===== config.mk =====
export PLATFORM = sky130hd
export DESIGN_NAME = chomperVga
export DESIGN_NICKNAME = d
export VERILOG_FILES = /design/src/design/chomperPkg.sv /design/src/design/chomperVga.sv /design/src/design/pixelRenderer.sv /design/src/design/spritePatternRom.sv /design/src/design/spriteMotion.sv /design/src/design/pressDebouncer.sv /design/src/design/scanTimer.sv
export SDC_FILE = /design/constraint.sdc
export NUM_CORES = 1
export LEC_CHECK = 0
export ABC_AREA = 1
export BUFFER_PORTS_ARGS = -buffer_cell sky130_fd_sc_hd__buf_2
export CAP_MARGIN = 20
export CORE_MARGIN = 2
export CORE_UTILIZATION = 29
export CTS_CLUSTER_SIZE = 10
export DETAILED_ROUTE_END_ITERATION = 10
export PLACE_DENSITY = 0.51
export SYNTH_ARGS = -nofsm -noshare
export SYNTH_HDL_FRONTEND = slang
export SYNTH_SLANG_ARGS = --single-unit

===== constraint.sdc =====
create_clock -name reset -period 13.7 [get_ports reset]
set_input_delay 0.685 -clock reset [delete_from_list [all_inputs] [get_ports reset]]
set_output_delay 0.685 -clock reset [all_outputs]
set_load 0.1 [all_outputs]

===== src/design/chomperPkg.sv =====
package chomperPkg;

  // ------------------------------------------------
  // raster timing, counters run 0 .. total-1
  // ------------------------------------------------
  localparam int CoordW = 11;

  localparam int HTotal     = 1040;
  localparam int HVisStart  = 104;   // first visible column
  localparam int HVisEnd    = 903;   // last visible column
  localparam int HSyncStart = 920;   // sync low to HTotal-1

  localparam int VTotal     = 666;
  localparam int VVisStart  = 23;
  localparam int VVisEnd    = 622;
  localparam int VSyncStart = 660;   // sync low to VTotal-1

  localparam int ScreenW = 800;
  localparam int ScreenH = 600;

  // ------------------------------------------------
  // sprite geometry and motion
  // ------------------------------------------------
  localparam int SpriteSize = 32;
  localparam int StartX     = 400;
  localparam int StartY     = 300;
  localparam int GaitFrames = 5;     // gait counts 0 .. 4

  localparam logic [1:0] HeadUp    = 2'b00;
  localparam logic [1:0] HeadDown  = 2'b01;
  localparam logic [1:0] HeadLeft  = 2'b10;
  localparam logic [1:0] HeadRight = 2'b11;

  // one sprite row, bit 31 is the leftmost pixel
  typedef struct packed {
    logic [15:0] leftHalf;
    logic [15:0] rightHalf;
  } spriteHalvesT;

  // halves view to assemble body and jaw, word view to index by column
  typedef union packed {
    spriteHalvesT halves;
    logic [31:0]  word;
  } spriteRowT;

endpackage

===== src/design/chomperVga.sv =====
`timescale 1ns/10ps

module chomperVga #(
  parameter int DebounceCycles = 196608,
  parameter int MovePeriod     = 1048576
) (
  input  logic       reset,
  input  logic       clk,
  input  logic       btn0,
  input  logic       btn1,
  input  logic       btn2,
  input  logic       rotDown,
  input  logic [2:0] colorEnable,
  output logic       red,
  output logic       green,
  output logic       blue,
  output logic       hSync,
  output logic       vSync
);
  import chomperPkg::*;

  logic [CoordW-1:0] pixX;
  logic [CoordW-1:0] pixY;
  logic              visible;
  logic              hSyncRaw;
  logic              vSyncRaw;
  logic              press0;
  logic              press1;
  logic              press2;
  logic              pressRun;
  logic [CoordW-1:0] spriteX;
  logic [CoordW-1:0] spriteY;
  logic [1:0]        heading;
  logic [2:0]        gait;

  // ------------------------------------------------
  // raster
  // ------------------------------------------------
  scanTimer u_scanTimer (
    .reset    (reset),
    .clk      (clk),
    .pixX     (pixX),
    .pixY     (pixY),
    .visible  (visible),
    .hSyncRaw (hSyncRaw),
    .vSyncRaw (vSyncRaw)
  );

  // ------------------------------------------------
  // buttons
  // ------------------------------------------------
  pressDebouncer #(.DebounceCycles(DebounceCycles)) u_debounce0 (
    .reset  (reset),
    .clk    (clk),
    .button (btn0),
    .press  (press0)
  );

  pressDebouncer #(.DebounceCycles(DebounceCycles)) u_debounce1 (
    .reset  (reset),
    .clk    (clk),
    .button (btn1),
    .press  (press1)
  );

  pressDebouncer #(.DebounceCycles(DebounceCycles)) u_debounce2 (
    .reset  (reset),
    .clk    (clk),
    .button (btn2),
    .press  (press2)
  );

  pressDebouncer #(.DebounceCycles(DebounceCycles)) u_debounceRun (
    .reset  (reset),
    .clk    (clk),
    .button (rotDown),                     // rotary push, start and stop
    .press  (pressRun)
  );

  spriteMotion #(.MovePeriod(MovePeriod)) u_spriteMotion (
    .reset    (reset),
    .clk      (clk),
    .press0   (press0),
    .press1   (press1),
    .press2   (press2),
    .pressRun (pressRun),
    .spriteX  (spriteX),
    .spriteY  (spriteY),
    .heading  (heading),
    .gait     (gait)
  );

  pixelRenderer u_pixelRenderer (
    .reset       (reset),
    .clk         (clk),
    .pixX        (pixX),
    .pixY        (pixY),
    .visible     (visible),
    .hSyncRaw    (hSyncRaw),
    .vSyncRaw    (vSyncRaw),
    .spriteX     (spriteX),
    .spriteY     (spriteY),
    .heading     (heading),
    .gait        (gait),
    .colorEnable (colorEnable),
    .red         (red),
    .green       (green),
    .blue        (blue),
    .hSync       (hSync),
    .vSync       (vSync)
  );

endmodule


===== src/design/pixelRenderer.sv =====
`timescale 1ns/10ps

module pixelRenderer (
  input  logic                          reset,
  input  logic                          clk,
  input  logic [chomperPkg::CoordW-1:0] pixX,
  input  logic [chomperPkg::CoordW-1:0] pixY,
  input  logic                          visible,
  input  logic                          hSyncRaw,
  input  logic                          vSyncRaw,
  input  logic [chomperPkg::CoordW-1:0] spriteX,
  input  logic [chomperPkg::CoordW-1:0] spriteY,
  input  logic [1:0]                    heading,
  input  logic [2:0]                    gait,
  input  logic [2:0]                    colorEnable,
  output logic                          red,
  output logic                          green,
  output logic                          blue,
  output logic                          hSync,
  output logic                          vSync
);
  import chomperPkg::*;

  logic [CoordW-1:0] rowOff;
  logic [CoordW-1:0] colOff;
  logic [4:0]        colIdx;
  logic              inSprite;
  logic              spriteBit;
  spriteRowT         patternRow;

  // offsets inside the sprite square
  assign rowOff = pixY - spriteY;
  assign colOff = pixX - spriteX;

  assign inSprite = visible
                 && (pixX >= spriteX) && (colOff < CoordW'(SpriteSize))
                 && (pixY >= spriteY) && (rowOff < CoordW'(SpriteSize));

  spritePatternRom u_spritePatternRom (
    .rowIdx    (rowOff[4:0]),
    .gait      (gait),
    .faceRight (heading[0]),               // vertical headings reuse side art
    .row       (patternRow)
  );

  // leftmost column is bit 31
  assign colIdx    = 5'd31 - colOff[4:0];
  assign spriteBit = inSprite && patternRow.word[colIdx];

  // ------------------------------------------------
  // output registers, one cycle behind the scan
  // ------------------------------------------------
  always_ff @(posedge reset or posedge clk)
  begin
    if (clk)
    begin
      red   <= 1'b0;
      green <= 1'b0;
      blue  <= 1'b0;
      hSync <= 1'b1;                       // syncs idle high
      vSync <= 1'b1;
    end
    else
    begin
      red   <= spriteBit && colorEnable[0];
      green <= spriteBit && colorEnable[1];
      blue  <= spriteBit && colorEnable[2];
      hSync <= hSyncRaw;
      vSync <= vSyncRaw;
    end
  end

endmodule


===== src/design/spritePatternRom.sv =====
`timescale 1ns/10ps

module spritePatternRom (
  input  logic [4:0]            rowIdx,
  input  logic [2:0]            gait,
  input  logic                  faceRight,
  output chomperPkg::spriteRowT row
);
  import chomperPkg::*;

  // ------------------------------------------------
  // top half of the right-facing art, rows 0 .. 15
  // ------------------------------------------------
  localparam logic [15:0] BodyRows [16] = '{
    16'h000F, 16'h007F, 16'h00FF, 16'h03FF,
    16'h07FF, 16'h0FFF, 16'h1FFF, 16'h3FFF,
    16'h3FFF, 16'h3FFF, 16'h7FFF, 16'h7FFF,
    16'h7FFF, 16'hFFFF, 16'hFFFF, 16'hFFFF
  };

  // mouth wide open
  localparam logic [15:0] Jaw0Rows [16] = '{
    16'hE000, 16'hF800, 16'hFE00, 16'hFC00,
    16'hFFC0, 16'hFFE0, 16'hFFC0, 16'hFF80,
    16'hFF00, 16'hFE00, 16'hFC00, 16'hF800,
    16'hF000, 16'hE000, 16'hC000, 16'h8000
  };

  // half open
  localparam logic [15:0] Jaw1Rows [16] = '{
    16'hE000, 16'hF800, 16'hFE00, 16'hFF00,
    16'hFF80, 16'hFFC0, 16'hFFE0, 16'hFFF0,
    16'hFFF0, 16'hFFF8, 16'hFFE0, 16'hFFC0,
    16'hFF00, 16'hF800, 16'hE000, 16'hC000
  };

  // nearly shut
  localparam logic [15:0] Jaw2Rows [16] = '{
    16'hE000, 16'hF800, 16'hFE00, 16'hFF00,
    16'hFF80, 16'hFFC0, 16'hFFE0, 16'hFFF0,
    16'hFFF8, 16'hFFFC, 16'hFFFE, 16'hFFFF,
    16'hFFFF, 16'hFFFF, 16'hFFC0, 16'hD000
  };

  logic [3:0]  foldIdx;
  logic [15:0] jawHalf;
  logic [31:0] mirrored;
  spriteRowT   rightArt;

  // rows 16 .. 31 mirror rows 15 .. 0
  assign foldIdx = rowIdx[4] ? ~rowIdx[3:0] : rowIdx[3:0];

  // pose from gait: 0 -> jaw0, 1..2 -> jaw1, 3..4 -> jaw2
  always_comb
  begin
    case (gait)
      3'd0:       jawHalf = Jaw0Rows[foldIdx];
      3'd1, 3'd2: jawHalf = Jaw1Rows[foldIdx];
      default:    jawHalf = Jaw2Rows[foldIdx];
    endcase
  end

  always_comb
  begin
    rightArt.halves.leftHalf  = BodyRows[foldIdx];   // body trails
    rightArt.halves.rightHalf = jawHalf;             // jaw leads
  end

  // left art is the bit mirror, jaw ends up on the left
  assign mirrored = {<<{rightArt.word}};

  always_comb
  begin
    row.word = faceRight ? rightArt.word : mirrored;
  end

endmodule


===== src/design/spriteMotion.sv =====
`timescale 1ns/10ps

module spriteMotion #(
  parameter int MovePeriod = 1048576
) (
  input  logic                          reset,
  input  logic                          clk,
  input  logic                          press0,
  input  logic                          press1,
  input  logic                          press2,
  input  logic                          pressRun,
  output logic [chomperPkg::CoordW-1:0] spriteX,
  output logic [chomperPkg::CoordW-1:0] spriteY,
  output logic [1:0]                    heading,
  output logic [2:0]                    gait
);
  import chomperPkg::*;

  localparam int TickW = $clog2(MovePeriod + 1);

  logic [TickW-1:0] tickCount;
  logic             moveTick;
  logic             running;

  // ------------------------------------------------
  // move tick
  // ------------------------------------------------
  assign moveTick = (tickCount == TickW'(MovePeriod - 1));

  always_ff @(posedge reset or posedge clk)
  begin
    if (clk)
      tickCount <= '0;
    else if (moveTick)
      tickCount <= '0;
    else
      tickCount <= tickCount + TickW'(1);
  end

  // gait cycles on every tick, running or not
  always_ff @(posedge reset or posedge clk)
  begin
    if (clk)
      gait <= 3'd0;
    else if (moveTick)
      gait <= (gait == 3'(GaitFrames - 1)) ? 3'd0 : gait + 3'd1;
  end

  always_ff @(posedge reset or posedge clk)
  begin
    if (clk)
      running <= 1'b0;                     // starts stopped
    else if (pressRun)
      running <= ~running;
  end

  // heading buttons, press0 has priority
  always_ff @(posedge reset or posedge clk)
  begin
    if (clk)
      heading <= HeadRight;
    else if (press0)
      heading <= {heading[1], ~heading[0]};
    else if (press1)
      heading <= ~heading;
    else if (press2)
      heading <= {~heading[1], heading[0]};
  end

  // ------------------------------------------------
  // position, one pixel per tick, held at the walls
  // ------------------------------------------------
  always_ff @(posedge reset or posedge clk)
  begin
    if (clk)
    begin
      spriteX <= CoordW'(StartX);
      spriteY <= CoordW'(StartY);
    end
    else if (moveTick && running)
    begin
      case (heading)
        HeadRight:
          if (spriteX + CoordW'(SpriteSize + 1) < CoordW'(ScreenW))
            spriteX <= spriteX + CoordW'(1);
        HeadLeft:
          if (spriteX > CoordW'(1))
            spriteX <= spriteX - CoordW'(1);
        HeadUp:
          if (spriteY > CoordW'(1))
            spriteY <= spriteY - CoordW'(1);
        HeadDown:
          if (spriteY + CoordW'(SpriteSize + 1) < CoordW'(ScreenH))
            spriteY <= spriteY + CoordW'(1);
      endcase
    end
  end

endmodule


===== src/design/pressDebouncer.sv =====
`timescale 1ns/10ps

module pressDebouncer #(
  parameter int DebounceCycles = 196608
) (
  input  logic reset,
  input  logic clk,
  input  logic button,
  output logic press
);

  localparam int CntW = $clog2(DebounceCycles + 1);

  logic            syncA;
  logic            syncB;
  logic [CntW-1:0] holdCount;

  // two-flop synchronizer
  always_ff @(posedge reset or posedge clk)
  begin
    if (clk)
    begin
      syncA <= 1'b0;
      syncB <= 1'b0;
    end
    else
    begin
      syncA <= button;
      syncB <= syncA;
    end
  end

  // hold counter, saturates at DebounceCycles
  always_ff @(posedge reset or posedge clk)
  begin
    if (clk)
      holdCount <= '0;
    else if (!syncB)
      holdCount <= '0;                     // release clears
    else if (holdCount != CntW'(DebounceCycles))
      holdCount <= holdCount + CntW'(1);
  end

  // one pulse, registered on the edge the count reaches the limit
  always_ff @(posedge reset or posedge clk)
  begin
    if (clk)
      press <= 1'b0;
    else
      press <= syncB && (holdCount == CntW'(DebounceCycles - 1));
  end

endmodule


===== src/design/scanTimer.sv =====
`timescale 1ns/10ps

module scanTimer (
  input  logic                          reset,
  input  logic                          clk,
  output logic [chomperPkg::CoordW-1:0] pixX,
  output logic [chomperPkg::CoordW-1:0] pixY,
  output logic                          visible,
  output logic                          hSyncRaw,
  output logic                          vSyncRaw
);
  import chomperPkg::*;

  logic [CoordW-1:0] hScan;
  logic [CoordW-1:0] vScan;
  logic              hVis;
  logic              vVis;
  logic              lineEnd;

  assign lineEnd = (hScan == CoordW'(HTotal - 1));

  // ------------------------------------------------
  // scan counters
  // ------------------------------------------------
  always_ff @(posedge reset or posedge clk)
  begin
    if (clk)
    begin
      hScan <= '0;
      vScan <= '0;
    end
    else if (lineEnd)
    begin
      hScan <= '0;
      if (vScan == CoordW'(VTotal - 1))
        vScan <= '0;                       // frame wrap
      else
        vScan <= vScan + CoordW'(1);
    end
    else
    begin
      hScan <= hScan + CoordW'(1);
    end
  end

  // visible window
  assign hVis    = (hScan >= CoordW'(HVisStart)) && (hScan <= CoordW'(HVisEnd));
  assign vVis    = (vScan >= CoordW'(VVisStart)) && (vScan <= CoordW'(VVisEnd));
  assign visible = hVis && vVis;

  // pixel coordinates, zero outside the window
  assign pixX = hVis ? hScan - CoordW'(HVisStart) : '0;
  assign pixY = vVis ? vScan - CoordW'(VVisStart) : '0;

  // both syncs active low up to the end of the count
  assign hSyncRaw = ~(hScan >= CoordW'(HSyncStart));
  assign vSyncRaw = ~(vScan >= CoordW'(VSyncStart));

endmodule


==> results of run 1 <==
[flip-flops by register name (all words and copies together) (netlist names), 2 cells and up]
| signal | flops |
|---|---|
| u_debounce0.holdCount | 18 |
| u_debounce1.holdCount | 18 |
| u_debounce2.holdCount | 18 |
| u_debounceRun.holdCount | 18 |
| u_scanTimer.hScan | 11 |
| u_scanTimer.vScan | 11 |
| u_spriteMotion.gait | 3 |
| u_spriteMotion.heading | 2 |
| u_spriteMotion.spriteX | 11 |
| u_spriteMotion.spriteY | 11 |
| u_spriteMotion.tickCount | 21 |
[critical path: cells and delay by family (launching register included)]
family                     cells  cell delay (ns)
buffers and inverters          3             0.14
DFF                            1             0.44
AOI/OAI and AO/OA              1             0.19
adders and majority gates      3             1.02
and+or+nand+nor               22             2.74
[path summary, 6_finish.rpt]
kind / depth (start not counted) / slack [ns] / startpoint / endpoint
min: 1 / 0.34 / btn1 / u_debounce1.syncA$_DFF_PP0_
max: 29 / 9.04 / u_scanTimer.vScan[0]$_DFFE_PP0N_ / u_pixelRenderer.blue$_DFF_PP0_
max reg2reg: 29 / 9.04 / u_scanTimer.vScan[0]$_DFFE_PP0N_ / u_pixelRenderer.blue$_DFF_PP0_
min in group asynchronous: 2 / 0.44 / clk / u_debounce1.syncA$_DFF_PP0_
min reg2reg: 0 / 0.35 / u_debounce1.syncA$_DFF_PP0_ / u_debounce1.syncB$_DFF_PP0_
max in group asynchronous: 3 / 11.90 / clk / u_pixelRenderer.blue$_DFF_PP0_
[layer usage]
layer  part of all wire, %  wire length [um]  vias to the layer above  track usage, %
met5                     0                 0                        -               0
met4                   1.8               486                        0           4.259
met3                   3.5               940                       36           2.679
met2                    46             12390                      218           21.95
met1                    48             12960                     4699           18.37
li1                      -                 -                     5178               -
[placed cells by master (no fill, tap or decap), types with 53 or more instances in the layout]
cell type,count
xor2_1,60
o21ai_0,75
nand3_1,119
inv_1,249
dfrtp_1,149
a21oi_1,98
nand2_1,300
nor3_1,57
nor2_1,210
ha_1,53
[stage by stage]
step / setup slack [ns] / util [%] / power, mW / instances / instance area, um2
after floorplan: 8.713 / - / 0.5056 / 1580 / 11190
after global placement: 9.216 / 31.19 / 0.5138 / 2082 / 11800
after detailed placement: 9.100 / 31.22 / 0.5143 / 2083 / 11810
after CTS: 9.063 / 32.83 / 1.021 / 2115 / 12420
after global routing: 8.535 / 32.83 / 1.046 / 2115 / 12420
final: 9.038 / 32.83 / 0.9997 / 2115 / 12420
[cell type report]
type	instances	area, um2
Tap cell	511	639.4
Clock buffer	17	425.4
Fill cell	4118	25420
Clock inverter	15	185.2
Timing Repair Buffer	15	82.58
Inverter	256	965.9
Multi-Input combinational cell	1141	6108
Sequential cell	160	4018
[logic make-up (layout without fill, tap and decap cells)]
| family | count (synthesis) | after routing | synth area share, % |
|---|---|---|---|
| xor gates and xnor gates | 65 | 65 | 5.086 |
| muxes | 1 | 1 | 0.1006 |
| and+or+nand+nor | 790 | 790 | 31.62 |
| AOI/OAI and AO/OA | 230 | 230 | 11.48 |
| adders and majority gates | 55 | 55 | 6.282 |
| DFF | 160 | 160 | 35.89 |
| buffers and inverters | 279 | 303 | 9.535 |
[report_power, final]
group	internal, mW	switching (mW)
registers	0.476	0.00465
clock network	0.263	0.233
logic	0.00587	0.0172
==> out/metrics.yaml, run 1 <==
outcome:
  status: "finished, final reports clean"
floorplanning:
  dieArea_um2: 40180
  floorplan.rows: 71
  fp.dieH_um: 200.5
  ioPinCount: 14
  initial_core_util_pct: 29.58
  core_region_area_um2: 37840
  die-width_um: 200.5
cts:
  hold_buffers: 0
  htree_levels: 4
  ctsResizeCount: 0
  post_cts_buffers: 0
  clock_sinks: 160
  cts_tree: "done"
  clk_latency_ns: 0.45
  cts_buffers: 17
  clock_path_buffers: 2
  clockRootBuffer: "clkbuf_16"
  path_clk_slew_ns: 0.07
sta:
  fmax_mhz: 214.5
  finalCritPeriodShare_pct: 34.03
  period_needed_ns: 4.662
  setup_violations: 0
  slew_headroom_pct: 40.07
  tightest_slew_ns: 0.8989
  tns_ns: 0
  whs_ns: 0.3429
  rsz0062_at_grt: "false"
  fin_skew_ns: 0.01536
  final_max_slew_viol_count: 0
  hold_violations: 0
job:
  max-cap-violations: 0
yosys:
  synth_cells: 1580
  synth_top_area_share_pct: 33.31
  synth_top_area_cell: "dfrtp_1"
  syn_nets: 1644
  synth_common_cells: "300 x nand2_1, 250 x inv_1, 210 x nor2_1"
  syn_avg_cell_area_um2: 7.084
  synth.area.top_cells: "dfrtp_1 33%, nand2_1 10%, inv_1 8.4%, nor2_1 7.0%, ha_1 5.9%"
  yosysWarnings: 0
  synth_edf_count: 0
  netlist_area_um2: 11190
  ys_types: 56
  synth-main-ff-cell: "dfrtp_1"
  synth.most_common_cell: "nand2_1"
  ys_seq_elements: 160
  async_flop_share_pct: 100.0
  ys_seq_area_share_pct: 35.89
setup_path:
  cp.arrival_ns: 4.99
  path_common_cell: "nand2_1"
  max_stage_delay_ns: 0.46
  cp-end-kind: "flop"
  critPathLaunchType: "flop"
  path_class: "flop to flop"
  critPathRequiredTime_ns: 14.03
  critical_path.slowest_cell: "fa_1"
  crit_path_max_fanout: 12
global_routing:
  antenna_found_initial: 0
  grt.overflow.total: 0
  grt_max_degree: 99
  grt_pass1_vias: 9576
  grt_use_total_pct: 13.61
  grt_pass1_wl_mm: 45.94
cells_and_area:
  area_growth_pct: 11.00
  nets: 1655
  insertedDiodeCount: 0
  drive_gt1_share_pct: 6.047
detailed_routing:
  vias: 10130
  dr.pass1.iters: 6
  routed_wl_mm: 26.78
  drtIter0Drc: 722
  ant_nets: 0
  vias_per_cell: 4.790
  avgRoutedWirePerCell_um: 12.66
  drc: 0
placed_design:
  port_buffers: 13
  hpwl_mm: 20.10
  gp_congestion: 0.8855
power_and_ir_drop:
  leakagePower_nw: 5.888
  p_per_area_nw_per_um2: 80.46
  vdd_drop_max_v: 0.00008122
min_path:
  hp-class: "primary input to flop"
Note: power is estimated with default switching activity, not from simulation.
==> run 2: changes to the inputs <==
PLACE_DENSITY = 0.52   (was 0.51)
clock period = 3.9 ns   (was 13.7 ns; I/O delays follow)
==> run 2 against run 1 <==
Effect of this change: the flow now finishes with violations (hold timing); clock-buffer cell count increased by 1; final area increased by 7.7%; total power increased to 3.5 times the previous value; first-iteration DRC count increased by 5.4%; sequential power increased to 3.5 times the previous value; clock power increased to 3.4 times the previous value; non-clock buffer count increased by 64; worst hold slack got worse by 0.38 ns; final cell count increased by 3.1%; utilization increased by 2.5 points; global-route usage increased by 0.29 points.
==> out/metrics.yaml, run 2 (synthesis gave the netlist of run 1 again) <==
detailed_routing:
  ant_nets: 0  # unchanged
  vias_per_cell: 4.767  # -0.48%
  vias: 10390  # +2.6%
  routed_wl_mm: 27.75  # +3.6%
  drtIter0Drc: 761  # +5.4%
  drc: 0  # unchanged
  dr.pass1.iters: 5  # -1
  avgRoutedWirePerCell_um: 12.73  # +0.54%
cells_and_area:
  final_cell_mix: "276 x nand2_1, 245 x inv_1, 204 x nor2_1"
  regMostFlops: "u_spriteMotion.tickCount"
  drive_gt1_share_pct: 13.60  # +7.6 points
  multi_input_area_um2: 6550  # +7.2%
  area_growth_pct: 19.55
  nets: 1720  # +3.9%
  largest_reg_flops: 21  # unchanged
  final-seq-area_um2: 4021  # about the same
  fillers: 3996  # -3.0%
  fin_cells: 2180  # +3.1%
  final_common_cell: "nand2_1"
  stdcell_area_um2: 13380  # +7.7%
  insertedDiodeCount: 0  # unchanged
sta:
  rsz0062_at_grt: "true"
  fmax_mhz: 260.9  # +22%
  period_needed_ns: 3.832  # -0.8297 ns
  tns_ns: 0  # unchanged
  final_max_slew_viol_count: 0  # unchanged
  slew_headroom_pct: 37.08  # -3.0 points
  hold_violations: 15  # +15
  tightest_slew_ns: 0.9403  # +0.04141 ns
  setup_violations: 0  # unchanged
  fin_skew_ns: 0.01171  # -0.003650 ns
  whs_ns: -0.04112  # -0.3840 ns
  finalCritPeriodShare_pct: 98.26  # +64 points
  worst_slack_ns: 0.06769  # -8.970 ns
global_routing:
  grt_use_total_pct: 13.90  # +0.29 points
  grt_pass1_vias: 9912  # +3.5%
  grt_max_degree: 161  # +63%
  antenna_found_initial: 0  # unchanged
  grt.overflow.total: 0  # unchanged
  grt_pass1_wl_mm: 47.07  # +2.5%
power_and_ir_drop:
  vdd_drop_max_v: 0.0003091  # +280%
  pwr-share-clk_pct: 49.1  # -0.5 points
  p_int_mw: 2.615  # +250%
  sw_frac_of_total_pct: 25.06  # -0.41 points
  leakagePower_nw: 6.312  # +7.2%
  p_per_area_nw_per_um2: 260.7  # +220%
  p_sw_mw: 0.8745  # +240%
  p_comb_share_pct: 2.5  # +0.2 points
  power_mw: 3.489  # +250%
  seqPwrFrac_pct: 48.4  # +0.3 points
job:
  max-cap-violations: 0  # unchanged
placed_design:
  port_buffers: 13  # unchanged
  gp_congestion: 0.8888  # +0.37%
  place_ws_ns: -0.1725  # -9.273 ns
  placed_cells: 2131  # +2.3%
  placed_area_um2: 12200  # +3.3%
  hpwl_mm: 20.22  # +0.58%
floorplanning:
  ioPinCount: 14  # unchanged
  floorplan.rows: 71  # unchanged
  fp.dieH_um: 200.5  # unchanged
  die-width_um: 200.5  # unchanged
  initial_core_util_pct: 29.58  # unchanged
  core_region_area_um2: 37840  # unchanged
  dieArea_um2: 40180  # unchanged
setup_path:
  max_stage_delay_ns: 0.43  # -0.03 ns
  critPathRequiredTime_ns: 4.27  # -9.76 ns
  cp-end-kind: "flop"
  critical_path.slowest_cell: "fa_2"
  cp.arrival_ns: 4.21  # -0.78 ns
  path_class: "flop to flop"
  critPathLaunchType: "flop"
  crit_path_max_fanout: 4  # -8
cts:
  clock_sinks: 160  # unchanged
  path_clk_slew_ns: 0.08  # about the same
  clockRootBuffer: "clkbuf_16"
  cts_buffers: 17  # unchanged
  clock_path_buffers: 2  # unchanged
  cts_tree: "done"
  clk_latency_ns: 0.45  # about the same
  htree_levels: 4  # unchanged
outcome:
  failed_checks: "hold timing"
  status: "finished with violations"
min_path:
  hp-class: "primary input to async pin"
## run 2: final cells by class
cell class	instances	share of cell area, %
Multi-Input combinational cell	1142	48.95
Timing Repair Buffer	79	4.572
Tap cell	511	4.778
Clock inverter	14	1.234
Clock buffer	18	3.207
Sequential cell	160	30.05
Inverter	256	7.209
## run 2: critical path: cells and delay by family, from the launching register on
kind,cells,cell delay (ns)
compound gates,3,0.26
flops,1,0.39
buf+inv,4,0.41
fa+ha+maj,3,0.82
simple gates,20,1.89
## run 2: layer usage
layer	track usage [%]	share of wire, %	wire length (um)
met4	3.704	1.4	378
met3	2.273	3.3	911
met2	23.38	48	13230
met1	18.51	48	13230
met5	0	0	0
## run 2: worst paths after layout
path | start | to | slack (ns) | cells after the start
worst max register to register | u_scanTimer.vScan[1]$_DFFE_PP0N_ | u_pixelRenderer.blue$_DFF_PP0_ | 0.07 | 30
worst max-delay path | u_scanTimer.vScan[1]$_DFFE_PP0N_ | u_pixelRenderer.blue$_DFF_PP0_ | 0.07 | 30
max in group asynchronous | clk | u_scanTimer.hScan[5]$_DFF_PP0_ | 3.15 | 3
min in group reset | u_debounceRun.syncA$_DFF_PP0_ | u_debounceRun.syncB$_DFF_PP0_ | 0.35 | 0
worst min-delay path | clk | u_debounce1.holdCount[4]$_DFFE_PP0P_ | -0.04 | 3
worst min register to register | u_debounceRun.syncA$_DFF_PP0_ | u_debounceRun.syncB$_DFF_PP0_ | 0.35 | 0
## run 2: metrics by stage
| step | utilization, % | hold WS, ns |
|---|---|---|
| after global placement | 32.24 | 0.3022 |
| after global routing | 35.36 | 0.02231 |
| final | 35.36 | -0.04112 |
| after floorplan | - | 0.2264 |
| after CTS | 34.16 | 0.06618 |
| after detailed placement | 32.24 | 0.3043 |
## run 2: repair_timing
action,4_1_cts,5_1_grt
pin swaps,8,43
gates cloned,0,1
gates resized for setup,16,91
setup endpoints to repair,3,3
setup buffers,1,8
hold buffers,7,0
hold endpoints to repair,7,0
## run 2: power groups by stage
stage | logic (mW) | clock network [mW] | registers (mW)
final | 0.0881 | 1.71 | 1.69
after global placement | 0.0851 | 0 | 1.72
after global routing | 0.107 | 1.86 | 1.69
after CTS | 0.0925 | 1.78 | 1.69
after floorplan | 0.0639 | 0 | 1.71
after detailed placement | 0.0863 | 0 | 1.72
